==> src/design/bcu_pkg.sv <==
// bus widths and line geometry are fixed here; a bus word is 4 bytes, a line 16 bytes
`default_nettype none

package bcu_pkg;

	// ----------------------------------------
	// bus widths
	// ----------------------------------------
	localparam int addr_w = 32;       // byte address
	localparam int data_w = 32;       // memory bus and store word
	localparam int mask_w = 4;        // one mask bit per byte lane

	// ----------------------------------------
	// line and buffer geometry
	// ----------------------------------------
	localparam int line_beats = 4;    // beats per line read
	localparam int line_off_w = 4;    // 16-byte line
	localparam int wbuf_depth = 4;    // entries, also the writer's starting credits
	localparam int wbuf_ptr_w = 2;    // log2 of wbuf_depth

	// memory port command
	typedef enum logic [1:0] {
		cmd_idle       = 2'd0,
		cmd_read_line  = 2'd1,        // four beats from the line base
		cmd_write_word = 2'd2         // one masked word
	} mem_cmd_t;

	// who owns the memory port right now
	typedef enum logic [2:0] {
		cust_none   = 3'd0,
		cust_ifetch = 3'd1,
		cust_dread  = 3'd2,
		cust_dwrite = 3'd3,
		cust_halted = 3'd4            // after shutdown, left only by reset
	} customer_t;

endpackage

`default_nettype wire

==> src/design/bcu_lane_steer.sv <==
// byte stores take wr_data[7:0] only; wr_size 0 is a byte, 1 a word; one register stage
`timescale 1ns/100ps
`default_nettype none

module bcu_lane_steer import bcu_pkg::*; (
	input  logic              sys_clk,
	input  logic              arst_n,
	input  logic              wr_valid,     // one pulse per store
	input  logic [addr_w-1:0] wr_addr,
	input  logic              wr_size,
	input  logic [data_w-1:0] wr_data,
	output logic              steer_valid,
	output logic [addr_w-1:0] steer_addr,   // word aligned
	output logic [data_w-1:0] steer_data,
	output logic [mask_w-1:0] steer_mask
);

	// ----------------------------------------
	// valid stage
	// ----------------------------------------
	always_ff @(posedge sys_clk or negedge arst_n) begin
		if (!arst_n) begin
			steer_valid <= 1'b0;
		end else begin
			steer_valid <= wr_valid;        // t -> t+1
		end
	end

	// ----------------------------------------
	// payload and lane placement
	// ----------------------------------------
	always_ff @(posedge sys_clk) begin
		if (wr_valid) begin
			// byte select now lives in the mask
			steer_addr <= {wr_addr[addr_w-1:2], 2'b00};
			if (wr_size) begin
				steer_data <= wr_data;                        // word as is
				steer_mask <= '1;
			end else begin
				steer_data <= {mask_w{wr_data[7:0]}};         // byte on every lane
				steer_mask <= {{(mask_w-1){1'b0}}, 1'b1} << wr_addr[1:0];
			end
		end
	end

endmodule

`default_nettype wire

==> src/design/bcu_mem_sequencer.sv <==
// one memory transaction at a time; a D-cache read waits for an empty write buffer
`timescale 1ns/100ps
`default_nettype none

module bcu_mem_sequencer import bcu_pkg::*; (
	input  logic              sys_clk,
	input  logic              arst_n,
	input  logic              icache_req,
	input  logic [addr_w-1:0] icache_addr,
	input  logic              dcache_req,
	input  logic [addr_w-1:0] dcache_addr,
	input  logic              start_shutdown,
	input  logic              wb_nonempty,
	input  logic [addr_w-1:0] wb_addr,
	input  logic [data_w-1:0] wb_data,
	input  logic [mask_w-1:0] wb_mask,
	input  logic [data_w-1:0] mem_rdata,
	input  logic              mem_rvalid,
	input  logic              mem_ack,
	output logic [data_w-1:0] cache_rdata,   // shared by both caches
	output logic              icache_rvalid,
	output logic              dcache_rvalid,
	output logic              icache_done,
	output logic              dcache_done,
	output logic              wb_pop,
	output mem_cmd_t          mem_cmd,
	output logic [addr_w-1:0] mem_addr,
	output logic [data_w-1:0] mem_wdata,
	output logic [mask_w-1:0] mem_wmask,
	output logic              shutdown_done
);

	customer_t state;

	logic              ipend;              // icache request waiting
	logic              dpend;
	logic [addr_w-1:0] iaddr_q;
	logic [addr_w-1:0] daddr_q;
	logic              shut_req;           // shutdown seen
	logic [$clog2(line_beats)-1:0] beat_cnt;

	logic              shut_now;
	logic              want_i;
	logic              want_d;
	logic              want_w;
	logic [addr_w-1:0] iaddr_sel;
	logic [addr_w-1:0] daddr_sel;
	logic              last_beat;

	function automatic logic [addr_w-1:0] align_line(input logic [addr_w-1:0] a);
		return {a[addr_w-1:line_off_w], {line_off_w{1'b0}}};
	endfunction

	// ----------------------------------------
	// arbitration, fixed priority
	// ----------------------------------------
	assign shut_now  = shut_req | start_shutdown;     // reads die in the pulse cycle too
	assign want_i    = ~shut_now & (ipend | icache_req);
	assign want_d    = ~shut_now & (dpend | dcache_req) & ~wb_nonempty;  // stores first
	assign want_w    = wb_nonempty;
	assign iaddr_sel = icache_req ? icache_addr : iaddr_q;
	assign daddr_sel = dcache_req ? dcache_addr : daddr_q;
	assign last_beat = mem_rvalid & (beat_cnt == ($clog2(line_beats))'(line_beats - 1));

	assign wb_pop = (state == cust_dwrite) & mem_ack;  // entry is in memory

	// done as soon as nothing is left to drain
	assign shutdown_done = (state == cust_halted) |
		(shut_req & (state == cust_none) & ~wb_nonempty);

	// ----------------------------------------
	// control state
	// ----------------------------------------
	always_ff @(posedge sys_clk or negedge arst_n) begin
		if (!arst_n) begin
			state         <= cust_none;
			ipend         <= 1'b0;
			dpend         <= 1'b0;
			shut_req      <= 1'b0;
			beat_cnt      <= '0;
			icache_rvalid <= 1'b0;
			dcache_rvalid <= 1'b0;
			icache_done   <= 1'b0;
			dcache_done   <= 1'b0;
			mem_cmd       <= cmd_idle;
			mem_addr      <= '0;
			mem_wdata     <= '0;
			mem_wmask     <= '0;
		end else begin
			if (start_shutdown)
				shut_req <= 1'b1;           // sticky until reset
			if (shut_now) begin
				ipend <= 1'b0;              // drop reads not yet started
				dpend <= 1'b0;
			end else begin
				if (icache_req)
					ipend <= 1'b1;
				if (dcache_req)
					dpend <= 1'b1;
			end

			// beat return, one cycle behind memory
			icache_rvalid <= mem_rvalid & (state == cust_ifetch);
			dcache_rvalid <= mem_rvalid & (state == cust_dread);
			icache_done   <= last_beat & (state == cust_ifetch);
			dcache_done   <= last_beat & (state == cust_dread);
			if (mem_rvalid && (state == cust_ifetch || state == cust_dread))
				beat_cnt <= beat_cnt + 1'b1;

			case (state)
				cust_none: begin
					beat_cnt <= '0;
					if (want_i) begin
						state     <= cust_ifetch;
						ipend     <= 1'b0;   // overrides the set above
						mem_cmd   <= cmd_read_line;
						mem_addr  <= align_line(iaddr_sel);
						mem_wmask <= '0;
					end else if (want_d) begin
						state     <= cust_dread;
						dpend     <= 1'b0;
						mem_cmd   <= cmd_read_line;
						mem_addr  <= align_line(daddr_sel);
						mem_wmask <= '0;
					end else if (want_w) begin
						state     <= cust_dwrite;
						mem_cmd   <= cmd_write_word;
						mem_addr  <= wb_addr;   // head held until pop
						mem_wdata <= wb_data;
						mem_wmask <= wb_mask;
					end else if (shut_now) begin
						state <= cust_halted;   // buffer drained
					end
				end
				cust_ifetch, cust_dread, cust_dwrite: begin
					if (mem_ack) begin
						state   <= cust_none;   // idle gap of at least one cycle
						mem_cmd <= cmd_idle;
					end
				end
				default: begin
					state <= cust_halted;       // halted, ignore everything
				end
			endcase
		end
	end

	// read payload, no reset needed
	always_ff @(posedge sys_clk) begin
		if (icache_req)
			iaddr_q <= icache_addr;
		if (dcache_req)
			daddr_q <= dcache_addr;
		if (mem_rvalid)
			cache_rdata <= mem_rdata;
	end

endmodule

`default_nettype wire

==> src/design/bcu_top.sv <==
// single clock domain; caches must not re-request before done, writer must track credits
`timescale 1ns/100ps
`default_nettype none

module bcu_top import bcu_pkg::*; (
	input  logic              sys_clk,
	input  logic              arst_n,
	// cache read side
	input  logic              icache_req,
	input  logic [addr_w-1:0] icache_addr,
	input  logic              dcache_req,
	input  logic [addr_w-1:0] dcache_addr,
	output logic [data_w-1:0] cache_rdata,
	output logic              icache_rvalid,
	output logic              dcache_rvalid,
	output logic              icache_done,
	output logic              dcache_done,
	// store side
	input  logic              wr_valid,
	input  logic [addr_w-1:0] wr_addr,
	input  logic              wr_size,
	input  logic [data_w-1:0] wr_data,
	output logic              wr_credit,
	// memory port
	output mem_cmd_t          mem_cmd,
	output logic [addr_w-1:0] mem_addr,
	output logic [data_w-1:0] mem_wdata,
	output logic [mask_w-1:0] mem_wmask,
	input  logic [data_w-1:0] mem_rdata,
	input  logic              mem_rvalid,
	input  logic              mem_ack,
	// shutdown
	input  logic              start_shutdown,
	output logic              shutdown_done
);

	// ----------------------------------------
	// internal wires
	// ----------------------------------------
	logic              steer_valid;
	logic [addr_w-1:0] steer_addr;
	logic [data_w-1:0] steer_data;
	logic [mask_w-1:0] steer_mask;
	logic              wb_nonempty;
	logic [addr_w-1:0] wb_addr;
	logic [data_w-1:0] wb_data;
	logic [mask_w-1:0] wb_mask;
	logic              wb_pop;

	bcu_lane_steer u_steer (
		.sys_clk     (sys_clk),
		.arst_n      (arst_n),
		.wr_valid    (wr_valid),
		.wr_addr     (wr_addr),
		.wr_size     (wr_size),
		.wr_data     (wr_data),
		.steer_valid (steer_valid),
		.steer_addr  (steer_addr),
		.steer_data  (steer_data),
		.steer_mask  (steer_mask)
	);

	bcu_write_buffer u_wbuf (
		.sys_clk     (sys_clk),
		.arst_n      (arst_n),
		.steer_valid (steer_valid),
		.steer_addr  (steer_addr),
		.steer_data  (steer_data),
		.steer_mask  (steer_mask),
		.wb_pop      (wb_pop),
		.wb_nonempty (wb_nonempty),
		.wb_addr     (wb_addr),
		.wb_data     (wb_data),
		.wb_mask     (wb_mask),
		.wr_credit   (wr_credit)      // straight out to the writer
	);

	bcu_mem_sequencer u_seq (
		.sys_clk        (sys_clk),
		.arst_n         (arst_n),
		.icache_req     (icache_req),
		.icache_addr    (icache_addr),
		.dcache_req     (dcache_req),
		.dcache_addr    (dcache_addr),
		.start_shutdown (start_shutdown),
		.wb_nonempty    (wb_nonempty),
		.wb_addr        (wb_addr),
		.wb_data        (wb_data),
		.wb_mask        (wb_mask),
		.mem_rdata      (mem_rdata),
		.mem_rvalid     (mem_rvalid),
		.mem_ack        (mem_ack),
		.cache_rdata    (cache_rdata),
		.icache_rvalid  (icache_rvalid),
		.dcache_rvalid  (dcache_rvalid),
		.icache_done    (icache_done),
		.dcache_done    (dcache_done),
		.wb_pop         (wb_pop),
		.mem_cmd        (mem_cmd),
		.mem_addr       (mem_addr),
		.mem_wdata      (mem_wdata),
		.mem_wmask      (mem_wmask),
		.shutdown_done  (shutdown_done)
	);

endmodule

`default_nettype wire

==> src/design/bcu_write_buffer.sv <==
// pushes into a full buffer are dropped; the writer must stay within its credits
`timescale 1ns/100ps
`default_nettype none

module bcu_write_buffer import bcu_pkg::*; (
	input  logic              sys_clk,
	input  logic              arst_n,
	input  logic              steer_valid,
	input  logic [addr_w-1:0] steer_addr,
	input  logic [data_w-1:0] steer_data,
	input  logic [mask_w-1:0] steer_mask,
	input  logic              wb_pop,        // head reached memory
	output logic              wb_nonempty,
	output logic [addr_w-1:0] wb_addr,
	output logic [data_w-1:0] wb_data,
	output logic [mask_w-1:0] wb_mask,
	output logic              wr_credit      // one pulse per retired entry
);

	// entry storage
	logic [addr_w-1:0] addr_mem [wbuf_depth];
	logic [data_w-1:0] data_mem [wbuf_depth];
	logic [mask_w-1:0] mask_mem [wbuf_depth];

	logic [wbuf_ptr_w-1:0] wr_ptr;
	logic [wbuf_ptr_w-1:0] rd_ptr;
	logic [wbuf_ptr_w:0]   count;           // 0..wbuf_depth
	logic                  push;
	logic                  pop;

	assign push = steer_valid & (count != (wbuf_ptr_w + 1)'(wbuf_depth));
	assign pop  = wb_pop & wb_nonempty;

	// head of queue straight to the sequencer
	assign wb_nonempty = (count != '0);
	assign wb_addr     = addr_mem[rd_ptr];
	assign wb_data     = data_mem[rd_ptr];
	assign wb_mask     = mask_mem[rd_ptr];

	// ----------------------------------------
	// pointers, occupancy, credit
	// ----------------------------------------
	always_ff @(posedge sys_clk or negedge arst_n) begin
		if (!arst_n) begin
			wr_ptr    <= '0;
			rd_ptr    <= '0;
			count     <= '0;
			wr_credit <= 1'b0;
		end else begin
			wr_credit <= pop;               // credit back one cycle after mem_ack
			if (push)
				wr_ptr <= wr_ptr + 1'b1;    // wraps at depth
			if (pop)
				rd_ptr <= rd_ptr + 1'b1;
			case ({push, pop})
				2'b10:   count <= count + 1'b1;
				2'b01:   count <= count - 1'b1;
				default: count <= count;    // both or neither
			endcase
		end
	end

	// entry write
	always_ff @(posedge sys_clk) begin
		if (push) begin
			addr_mem[wr_ptr] <= steer_addr;
			data_mem[wr_ptr] <= steer_data;
			mask_mem[wr_ptr] <= steer_mask;
		end
	end

endmodule

`default_nettype wire

==> config.mk <==
export PLATFORM = sky130hd
export DESIGN_NAME = bcu_top
export DESIGN_NICKNAME = d
export VERILOG_FILES = /design/src/design/bcu_pkg.sv /design/src/design/bcu_lane_steer.sv /design/src/design/bcu_mem_sequencer.sv /design/src/design/bcu_top.sv /design/src/design/bcu_write_buffer.sv
export SDC_FILE = /design/constraint.sdc
export NUM_CORES = 1
export LEC_CHECK = 0
export ABC_AREA = 0
export BUFFER_PORTS_ARGS = -buffer_cell sky130_fd_sc_hd__buf_2
export CORE_MARGIN = 5
export CORE_UTILIZATION = 61
export DETAILED_ROUTE_END_ITERATION = 12
export HOLD_SLACK_MARGIN = 0.12
export PLACE_DENSITY = 0.88
export SYNTH_ARGS = -nofsm -noshare
export SYNTH_HDL_FRONTEND = slang
export SYNTH_HIERARCHICAL = 1
export SYNTH_SLANG_ARGS = --single-unit
==> constraint.sdc <==
create_clock -name sys_clk -period 6.2 [get_ports sys_clk]
set_clock_uncertainty 0.15 [all_clocks]
set_input_delay 0.93 -clock sys_clk [delete_from_list [all_inputs] [get_ports sys_clk]]
set_output_delay 0.93 -clock sys_clk [all_outputs]
set_load 0.01 [all_outputs]
==> metrics, run 1 <==
outcome finished clean; FFs w/ async S/R, synth 17.6%; RSZ-0062 raised after global routing no; number of enable flip-flop cells after synthesis 370; wire length per cell 22.9 um; CP cell instances or3_4, inv_1, a21oi_1, nor3_1, buf_2; fill count 1,783; largest net degree at the start of global routing 70; CP Buf/Inv Count 2; Critical Path RT 5.12 ns; Top Metal Used met5; H-tree levels 2; DR vias/cell 5.80; core region area 30,800 um^2; arrival time at the worst endpoint 2.22 ns; worst min path class input pin to async pin; Top FF cell, synth edfxtp_1; Nets 1,435; Synth area leaders edfxtp_1 (58%), dfrtp_1 (12%), mux4_2 (8.0%); CTS root buffer clkbuf_16; Die Width 187 um; Die Span Y 187 um; post-synth top area share 58.0%; total grt overflow 0; Cells after Synth 980; initial antenna violation count 1; layout cell share with drive strength beyond 1 41.0%; post-synthesis cell type count 45; register area 14,500 um^2; Max-cap violations 0; Worst VDD drop 0.304 mV; buffers added on ports 268; PD cells 451 nW/um^2; Reg power frac 49.3%; clock sink count 517; crit path max fanout 6; CP max-delay cell or3_4; DR WL met3 2.85 mm; routability cong. 0.794; total negative setup slack 0 ns; CTS resizes 0; Slew headroom 24.1%; sw frac 27.3%; clock power share 29.5%; met2 WL 20.0 mm; initial DRC count 640; Comb pwr share 21.2%; Pre-antenna DRT Iters 5; Design Power 10.1 mW; Psw 2.74 mW; ant diodes 0; Post-Syn Area per Cell 19.5 um^2; Final setup viols 0; hold buffer count at cts 0; Leakage 8.44 nW; total wire length 38.7 mm; Seq/Total Area, Yosys 75.7%; num rows 64; register bit count reported by yosys 517; I/O pin count 277; clock-pin slew on the worst setup and hold paths 0.06 ns; final slew viol count 0; wl on met1 15.2 mm; CTS max path bufs 3; Die ar. 35,000 um^2; critical path launch point type register; starting density of the core 62.1%; measured slew at the worst slew-check pin 1.14 ns; Mapped Area 19,200 um^2; gr usage total 22.0%; vias in the first global route 10,495; multi-input logic area 4120 um^2; clk_lat worst skew 0.54 ns; Tmin final 3.30 ns; DPL Wire Length 23.1 mm; first-pass GRT wire length 60.5 mm; critical path class register to primary output; CTS Buf Count 49; Tcrit/Tclk final 53.3%; via count 9,833; Largest stage delay, worst path 0.47 ns; CP Capture Type primary output; Area Growth Syn to Fin 16.5%; maximum clock rate 303 MHz; cell family with most CP delay simple AND/OR/NAND/NOR gates; Int Pwr 7.31 mW; ANT nets after route 0; post-CTS setup buffers 0; Warnings, synthesis 6; CTS tree built; leading area contributor after synthesis edfxtp_1; Final Hold Vio Count 0; DRC viols 0
[power groups by stage]
| stage | registers [mW] | logic [mW] | clock network, mW |
|---|---|---|---|
| after global routing | 5.06 | 2.31 | 3.17 |
| final | 4.96 | 2.13 | 2.96 |
| after floorplan | 4.91 | 1.56 | 0 |
| after detailed placement | 5.03 | 2.14 | 0 |
| after CTS | 4.98 | 2.16 | 3.02 |
| after global placement | 4.98 | 2.07 | 0 |
[per-stage QoR]
step / utilization, % / std cells / hold slack [ns] / setup WS [ns] / area (um^2)
2_1_floorplan: - / 981 / 0.300 / 3.27 / 19200
3_3_place_gp: 67.1 / 1604 / 0.306 / 2.55 / 20700
3_5_place_dp: 67.1 / 1604 / 0.313 / 2.44 / 20700
4_1_cts: 72.4 / 1695 / 0.232 / 2.92 / 22300
5_1_grt: 72.4 / 1695 / 0.248 / 2.80 / 22300
6_report: 72.4 / 1695 / 0.222 / 2.90 / 22300
[layout by cell type, fill, tap and decap left out, drive strengths merged, types with 3 or more instances in the layout]
cell    instances
nor2           10
nand3          29
and2            7
nand2b          9
mux2           89
dfrtp          91
edfxtp        370
ha              6
or2             3
xnor2           3
mux2i          30
clkbuf         70
o21ai           5
mux4           68
a22o            8
buf           275
bufinv          4
xor2            4
dfxtp          56
inv            41
nor3            4
a21o            3
o21bai          3
o221ai         28
clkinv         16
nand2          52
[per-layer routing]
| layer | track usage (%) | up-vias |
|---|---|---|
| li1 | - | 4350 |
| met2 | 38.4 | 405 |
| met4 | 4.64 | 2 |
| met1 | 29.2 | 5011 |
| met3 | 4.52 | 65 |
| met5 | 0 | - |
[synth_stat cells, types with 3 or more instances]
cell type and instances:
o221ai_1 19, buf_6 5, dfrtp_1 91, mux2_2 88, xor2_1 4, nand2b_1 9, buf_2 18, o221ai_2 9
buf_4 13, o21ai_0 5, a22o_1 8, edfxtp_1 370, nand3_1 29, xnor2_1 3, buf_12 7, dfxtp_1 56
mux4_2 68, mux2i_1 30, ha_1 6, o21bai_1 3, and2_1 6, inv_1 40, clkbuf_1 5, nor2_1 9
nand2_1 52, a21o_1 3
[state kept, by name (all words and copies together) (netlist names), 2 cells and up]
signal              cells
u_steer/steer_data     32
u_wbuf/count            3
u_wbuf/rd_ptr           2
u_seq/state             3
u_wbuf/data_mem       128
u_seq/mem_cmd           2
u_seq/beat_cnt          2
u_seq/iaddr_q          28
u_seq/cache_rdata      32
u_wbuf/wr_ptr           2
u_seq/mem_wmask         4
u_wbuf/addr_mem       128
u_wbuf/mask_mem        16
u_seq/daddr_q          28
u_steer/steer_mask      4
u_seq/mem_wdata        32
u_steer/steer_addr     30
u_seq/mem_addr         32
[cell type report]
cell class	instances	area share [%]
clock buffer	70	6.35
timing repair buffer	275	6.27
sequential	517	65.1
inverter	40	0.673
multi-input combinational	376	18.5
tap	396	2.22
clock inverter	21	0.959
[cell families after synthesis]
group | Yosys count | share of synthesized area (%)
adders and majority gates | 7 | 0.496
xor gates and xnor gates | 7 | 0.320
muxes | 187 | 14.8
DFF | 517 | 75.7
AOI/OAI and AO/OA | 54 | 2.68
and+or+nand+nor | 119 | 3.06
buffers and inverters | 88 | 2.89
other | 1 | 0.0196
[worst paths after layout]
check / startpoint / endpoint / slack, ns / cells after the start
worst max-delay path: u_wbuf/count[2] / shutdown_done / 2.90 / 5
worst min-delay path: arst_n / u_seq/mem_addr[12] / 0.22 / 1
worst max register to register: u_wbuf/count[2] / u_seq/mem_addr[27] / 3.31 / 7
worst min register to register: u_seq/daddr_q[7] / u_seq/daddr_q[7] / 0.32 / 1
max in group asynchronous: arst_n / u_wbuf/rd_ptr[1] / 4.41 / 2
min in group sys_clk: u_seq/daddr_q[7] / u_seq/daddr_q[7] / 0.32 / 1
(Power assumes the default switching activity.)
==> run 2: changes to the inputs <==
--- a/config.mk
+++ b/config.mk
@@ -8,10 +8,10 @@
 export ABC_AREA = 0
 export BUFFER_PORTS_ARGS = -buffer_cell sky130_fd_sc_hd__buf_2
 export CORE_MARGIN = 5
-export CORE_UTILIZATION = 61
+export CORE_UTILIZATION = 57
 export DETAILED_ROUTE_END_ITERATION = 12
 export HOLD_SLACK_MARGIN = 0.12
-export PLACE_DENSITY = 0.88
+export PLACE_DENSITY = 0.84
 export SYNTH_ARGS = -nofsm -noshare
 export SYNTH_HDL_FRONTEND = slang
 export SYNTH_HIERARCHICAL = 1
==> constraint.sdc (replaced) <==
create_clock -name sys_clk -period 3.4 [get_ports sys_clk]
set_clock_uncertainty 0.15 [all_clocks]
set_input_delay 0.51 -clock sys_clk [delete_from_list [all_inputs] [get_ports sys_clk]]
set_output_delay 0.51 -clock sys_clk [all_outputs]
set_load 0.01 [all_outputs]
==> run 2 against run 1 <==
  * Die area is 6.6% higher
  * Power up 88%
  * Critical path type unchanged
  * Final cell count rose by 13%
  * Largest power group unchanged
  * Sequential power increased by 82%
==> metrics, run 2 (synthesized netlist as in run 1, its figures left out) <==
critical path class register to primary output; CP max-delay cell or3_4; layout cell share with drive strength beyond 1 37.4% (-3.5 points); Regs by FF count u_wbuf/addr_mem (128), u_wbuf/data_mem (128); num rows 67 (+4.7%); Pre-antenna DRT Iters 5 (unchanged); starting density of the core 57.4% (-4.7 points); total negative setup slack 0 ns (unchanged); Leakage 9.14 nW (+8.3%); core region area 33,400 um^2 (+8.2%); Final setup viols 0 (unchanged); largest net degree at the start of global routing 68 (-2.9%); Slew headroom 33.5% (+9.4 points); Critical Path RT 2.74 ns (-2.38 ns); CTS max path bufs 3 (unchanged); Design Power 18.9 mW (+88%); worst min path class input pin to register; CP cell instances or3_4, inv_1, a21oi_1, nor3_1, buf_2; Tmin final 2.76 ns; clock-pin slew on the worst setup and hold paths 0.07 ns (about the same); ANT nets after route 0 (unchanged); commonest non-fill, non-tap cell in the layout edfxtp_1; wire length per cell 25.0 um (+9.4%); outcome finished clean; clk_lat worst skew 0.57 ns (+0.03 ns); initial antenna violation count 0 (-1); Max-cap violations 0 (unchanged); crit path max fanout 6 (unchanged); PD cells 785 nW/um^2 (+74%); CTS root buffer clkbuf_16; first-pass GRT wire length 73.2 mm (+21%); Largest stage delay, worst path 0.46 ns (about the same); Tcrit/Tclk final 81.2%; CTS resizes 0 (unchanged); Placed Cells 1,667 (+3.9%); final slew viol count 0 (unchanged); CP Buf/Inv Count 2 (unchanged); RSZ-0062 raised after global routing no; Worst VDD drop 0.470 mV (+55%); clock sink count 517 (unchanged); total wire length 47.8 mm (+23%); via count 10,951 (+11%); Die Span Y 193 um (+3.3%); gr usage total 25.5% (+3.5 points); Area Growth Syn to Fin 25.6%; fill count 1,844 (+3.4%); DR vias/cell 5.72 (-1.3%); DRC viols 0 (unchanged); maximum clock rate 362 MHz; cell family with most CP delay simple AND/OR/NAND/NOR gates; DPL Wire Length 25.7 mm (+11%); R2R Setup Slk 0.80 ns (-2.51 ns); buffers added on ports 268 (unchanged); CTS tree built; Die ar. 37,400 um^2 (+6.6%); CP Capture Type primary output; H-tree levels 2 (unchanged); routability cong. 0.873 (+10%); I/O pin count 277 (unchanged); vias in the first global route 11,786 (+12%); Final Hold Vio Count 0 (unchanged); Die Width 193 um (+3.3%); commonest cells after routing, fill and taps aside edfxtp_1 (370), buf_2 (266), dlygate4sd3_1 (151); total grt overflow 0 (unchanged); critical path launch point type register; measured slew at the worst slew-check pin 0.998 ns (-0.141 ns); arrival time at the worst endpoint 2.10 ns (-0.12 ns); CTS Buf Count 50 (+2.0%); Post-Layout Cell Count 1,913 (+13%); Nets 1,598 (+11%); initial DRC count 887 (+39%)
run 2: final timing paths:
kind	startpoint	to	cells after the start
worst max-delay path	u_wbuf/count[2]	shutdown_done	5
worst min-delay path	wr_data[26]	u_steer/steer_data[26]	3
worst max register to register	u_wbuf/count[2]	u_seq/mem_addr[7]	6
worst min register to register	u_seq/daddr_q[23]	u_seq/daddr_q[23]	1
max in group asynchronous	arst_n	u_seq/mem_wdata[3]	3
min in group asynchronous	arst_n	u_seq/mem_addr[8]	2
run 2: cell type report:
class                   instances  area, um^2  share of cell area (%)
flip-flops and latches        517       14500                    60.3
multi-input cells             376        4120                    17.1
repair buffers                437        3080                    12.8
clock buffers                  70        1400                    5.82
well taps                     448         561                    2.33
clock inverters                24         230                   0.957
inverters                      40         150                   0.624
diodes                          1        2.50                  0.0104
run 2: metrics by stage:
stage | cell area [um^2] | hold slack, ns | utilization (%) | setup slack [ns]
3_3_place_gp | 20900 | 0.306 | 62.7 | 0.882
4_1_cts | 24100 | 0.123 | 72.1 | 0.628
2_1_floorplan | 19200 | 0.0644 | - | 0.472
5_1_grt | 24100 | 0.150 | 72.1 | 0.608
3_5_place_dp | 20900 | 0.313 | 62.7 | 0.864
6_report | 24100 | 0.155 | 72.1 | 0.639
run 2: layer usage:
layer	up-vias	GRT usage, %	routed length, um
li1	4682	-	-
met1	5535	32.3	17700
met2	627	43.7	24500
met3	107	5.72	3740
met4	0	9.62	1840
met5	-	0	0
run 2: worst reg2reg max path: cells and delay by family, from the launching register on:
family	cells	cell delay, ns
and+or+nand+nor	2	0.75
buffers and inverters	1	0.42
AOI/OAI and AO/OA	3	0.68
DFF	1	0.43
run 2: what timing repair did:
| action | in CTS | in global routing |
|---|---|---|
| hold buffers | 151 | 0 |
| setup buffers | 0 | 0 |
| endpoints found under the hold margin | 200 | 0 |
run 2: report_power, final:
group / switching [mW] / internal [mW]
Clock: 2.32 / 3.13
Combinational: 2.31 / 2.12
Sequential: 0.805 / 8.21
==> run 3: changes to the inputs <==
--- a/config.mk
+++ b/config.mk
@@ -8,10 +8,10 @@
 export ABC_AREA = 0
 export BUFFER_PORTS_ARGS = -buffer_cell sky130_fd_sc_hd__buf_2
 export CORE_MARGIN = 5
-export CORE_UTILIZATION = 57
+export CORE_UTILIZATION = 51
 export DETAILED_ROUTE_END_ITERATION = 12
 export HOLD_SLACK_MARGIN = 0.12
-export PLACE_DENSITY = 0.84
+export PLACE_DENSITY = 0.79
 export SYNTH_ARGS = -nofsm -noshare
 export SYNTH_HDL_FRONTEND = slang
 export SYNTH_HIERARCHICAL = 1
==> constraint.sdc (replaced) <==
create_clock -name sys_clk -period 2.22 [get_ports sys_clk]
set_clock_uncertainty 0.15 [all_clocks]
set_input_delay 0.333 -clock sys_clk [delete_from_list [all_inputs] [get_ports sys_clk]]
set_output_delay 0.333 -clock sys_clk [all_outputs]
set_load 0.01 [all_outputs]
==> run 3 against run 2 <==
  * The flow now finishes with violations (setup timing)
  * Global-route usage fell by 3.3 points
  * Final cell count rose by 5.4%
  * Combinational power rose by 64%
  * Sequential power up 50%
  * Clock power increased by 58%
  * Hold slack gained 0.0017 ns
  * Register-to-register slack worse by 0.82 ns
  * Wire length down 2.7%
  * Core utilization is 6.1 points lower
  * Via count is 0.23% lower
  * Power is 55% higher
  * First-iteration DRC count decreased by 16%
==> metrics, run 3 (synthesized netlist as in run 1, its figures left out) <==
outcome finished, violations left; violated checks setup timing; Die Span Y 204 um (+5.4%); gr usage total 22.2% (-3.3 points); measured slew at the worst slew-check pin 0.585 ns (-0.413 ns); fill count 2,358 (+28%); Final setup viols 2 (+2); vias in the first global route 11,649 (-1.2%); DRC viols 0 (unchanged); Pre-antenna DRT Iters 5 (unchanged); worst setup margin -0.0967 ns (-0.736 ns); critical path class register to primary output; DR vias/cell 5.42 (-5.4%); Nets 1,638 (+2.5%); Leakage 9.39 nW (+2.8%); Max-cap violations 0 (unchanged); initial antenna violation count 4 (+4); initial DRC count 748 (-16%); Worst VDD drop 0.764 mV (+63%); commonest cells after routing, fill and taps aside edfxtp_1 (370), buf_2 (266), dlygate4sd3_1 (160); RSZ-0062 raised after global routing yes; clock-pin slew on the worst setup and hold paths 0.06 ns (about the same); clock sink count 517 (unchanged); Reg power frac 45.9% (-1.8 points); CTS Buf Count 50 (unchanged); multi-input logic area 4140 um^2 (+0.42%); Critical Path RT 1.74 ns (-1.00 ns); starting density of the core 51.2% (-6.2 points); CTS root buffer clkbuf_16; clk_lat worst skew 0.57 ns (about the same); critical path launch point type register; CTS max path bufs 3 (unchanged); Comb pwr share 24.7% (+1.3 points); Tmin final 2.32 ns; Largest stage delay, worst path 0.43 ns (-0.03 ns); DPL Wire Length 27.0 mm (+4.8%); Area Growth Syn to Fin 28.9%; Tcrit/Tclk final 104%; total grt overflow 0 (unchanged); final slew viol count 0 (unchanged); commonest non-fill, non-tap cell in the layout edfxtp_1; CTS tree built; ANT nets after route 0 (unchanged); total negative setup slack -0.115 ns (-0.115 ns); largest net degree at the start of global routing 49 (-28%); PD cells 1190 nW/um^2 (+51%); clock power share 29.4% (+0.6 points); arrival time at the worst endpoint 1.83 ns (-0.27 ns); worst min path class input pin to async pin; first-pass GRT wire length 69.8 mm (-4.6%); Final Hold Vio Count 0 (unchanged); Placed Cells 1,757 (+5.4%); routability cong. 0.780 (-11%); Die ar. 41,500 um^2 (+11%); sw frac 27.7% (-1.0 points); num rows 71 (+6.0%); core region area 37,400 um^2 (+12%); crit path max fanout 2 (-4); CP Capture Type primary output; Regs by FF count u_wbuf/addr_mem (128), u_wbuf/data_mem (128); via count 10,926 (-0.23%); cell family with most CP delay simple AND/OR/NAND/NOR gates; layout cell share with drive strength beyond 1 38.9% (+1.5 points); register area 14,500 um^2 (unchanged); Int Pwr 21.2 mW (+58%); CP max-delay cell or3_4; Die Width 204 um (+5.4%); Post-Layout Cell Count 2,017 (+5.4%); Psw 8.13 mW (+50%); maximum clock rate 432 MHz; buffers added on ports 268 (unchanged); Slew headroom 61.0% (+28 points); I/O pin count 277 (unchanged); total wire length 46.5 mm (-2.7%); CP Buf/Inv Count 2 (unchanged); CP cell instances or3_4, clkinvlp_4, a21oi_2, nor3_2, buf_2; H-tree levels 2 (unchanged); wire length per cell 23.1 um (-7.7%)
-- run 3: changes by cell type in the layout (fill, tap and decap cells not counted), sizes merged --
cell and delta:
dlygate4sd3 +9, clkbuf -3, buf +30, bufinv +3, diode +2
-- run 3: layer usage --
metal	routed length (um)	vias to the layer above	track usage [%]
li1	-	4763	-
met1	17400	5500	27.8
met2	23200	535	37.4
met3	4130	124	5.71
met4	1800	4	8.67
met5	26	-	0
-- run 3: worst paths after layout --
path,slack [ns],end,from,depth (start not counted)
setup / recovery,-0.1,shutdown_done,u_wbuf/count[2],5
hold / removal,0.16,u_seq/mem_addr[12],arst_n,2
setup reg to reg,-0.02,u_wbuf/count[2],u_wbuf/count[2],9
hold reg to reg,0.32,u_seq/daddr_q[31],u_seq/daddr_q[31],1
max in group asynchronous,1.04,u_seq/mem_wdata[27],arst_n,3
min in group sys_clk,0.26,u_steer/steer_data[15],wr_size,3
-- run 3: per-stage QoR --
stage / power, mW / area, um^2 / hold WS, ns / utilization [%] / setup WS, ns
final: 29.3 / 24700 / 0.156 / 66.0 / -0.0967
after detailed placement: 20.6 / 21300 / 0.204 / 57.0 / 0.0737
after global routing: 30.7 / 24700 / 0.171 / 66.0 / -0.118
after CTS: 29.5 / 24600 / 0.148 / 65.9 / -0.112
after floorplan: 18.0 / 19200 / -0.113 / - / 0.0315
after global placement: 20.3 / 21300 / 0.201 / 57.0 / 0.106
-- run 3: power by group through the flow --
stage / combinational (mW) / sequential, mW / clock (mW)
2_1_floorplan: 4.35 / 13.7 / 0
3_3_place_gp: 6.81 / 13.5 / 0
3_5_place_dp: 6.96 / 13.6 / 0
4_1_cts: 7.25 / 13.5 / 8.75
5_1_grt: 7.81 / 13.7 / 9.23
6_report: 7.25 / 13.5 / 8.61
-- run 3: timing repair --
action / in CTS / in global routing
buffers inserted: 2 / 1
endpoints found under the setup margin: 1 / 21
gates resized for setup: 3 / 4
pin swaps: 1 / 3
hold buffers: 160 / 0
cloned: 0 / 1
endpoints found under the hold margin: 297 / 0
-- run 3: final cells by class --
cell class	count	area share [%]
Multi-Input combinational cell	376	16.8
Antenna cell	3	0.0304
Clock inverter	27	1.23
Inverter	40	0.623
Sequential cell	517	58.8
Clock buffer	66	5.60
Tap cell	511	2.59
Timing Repair Buffer	477	14.4
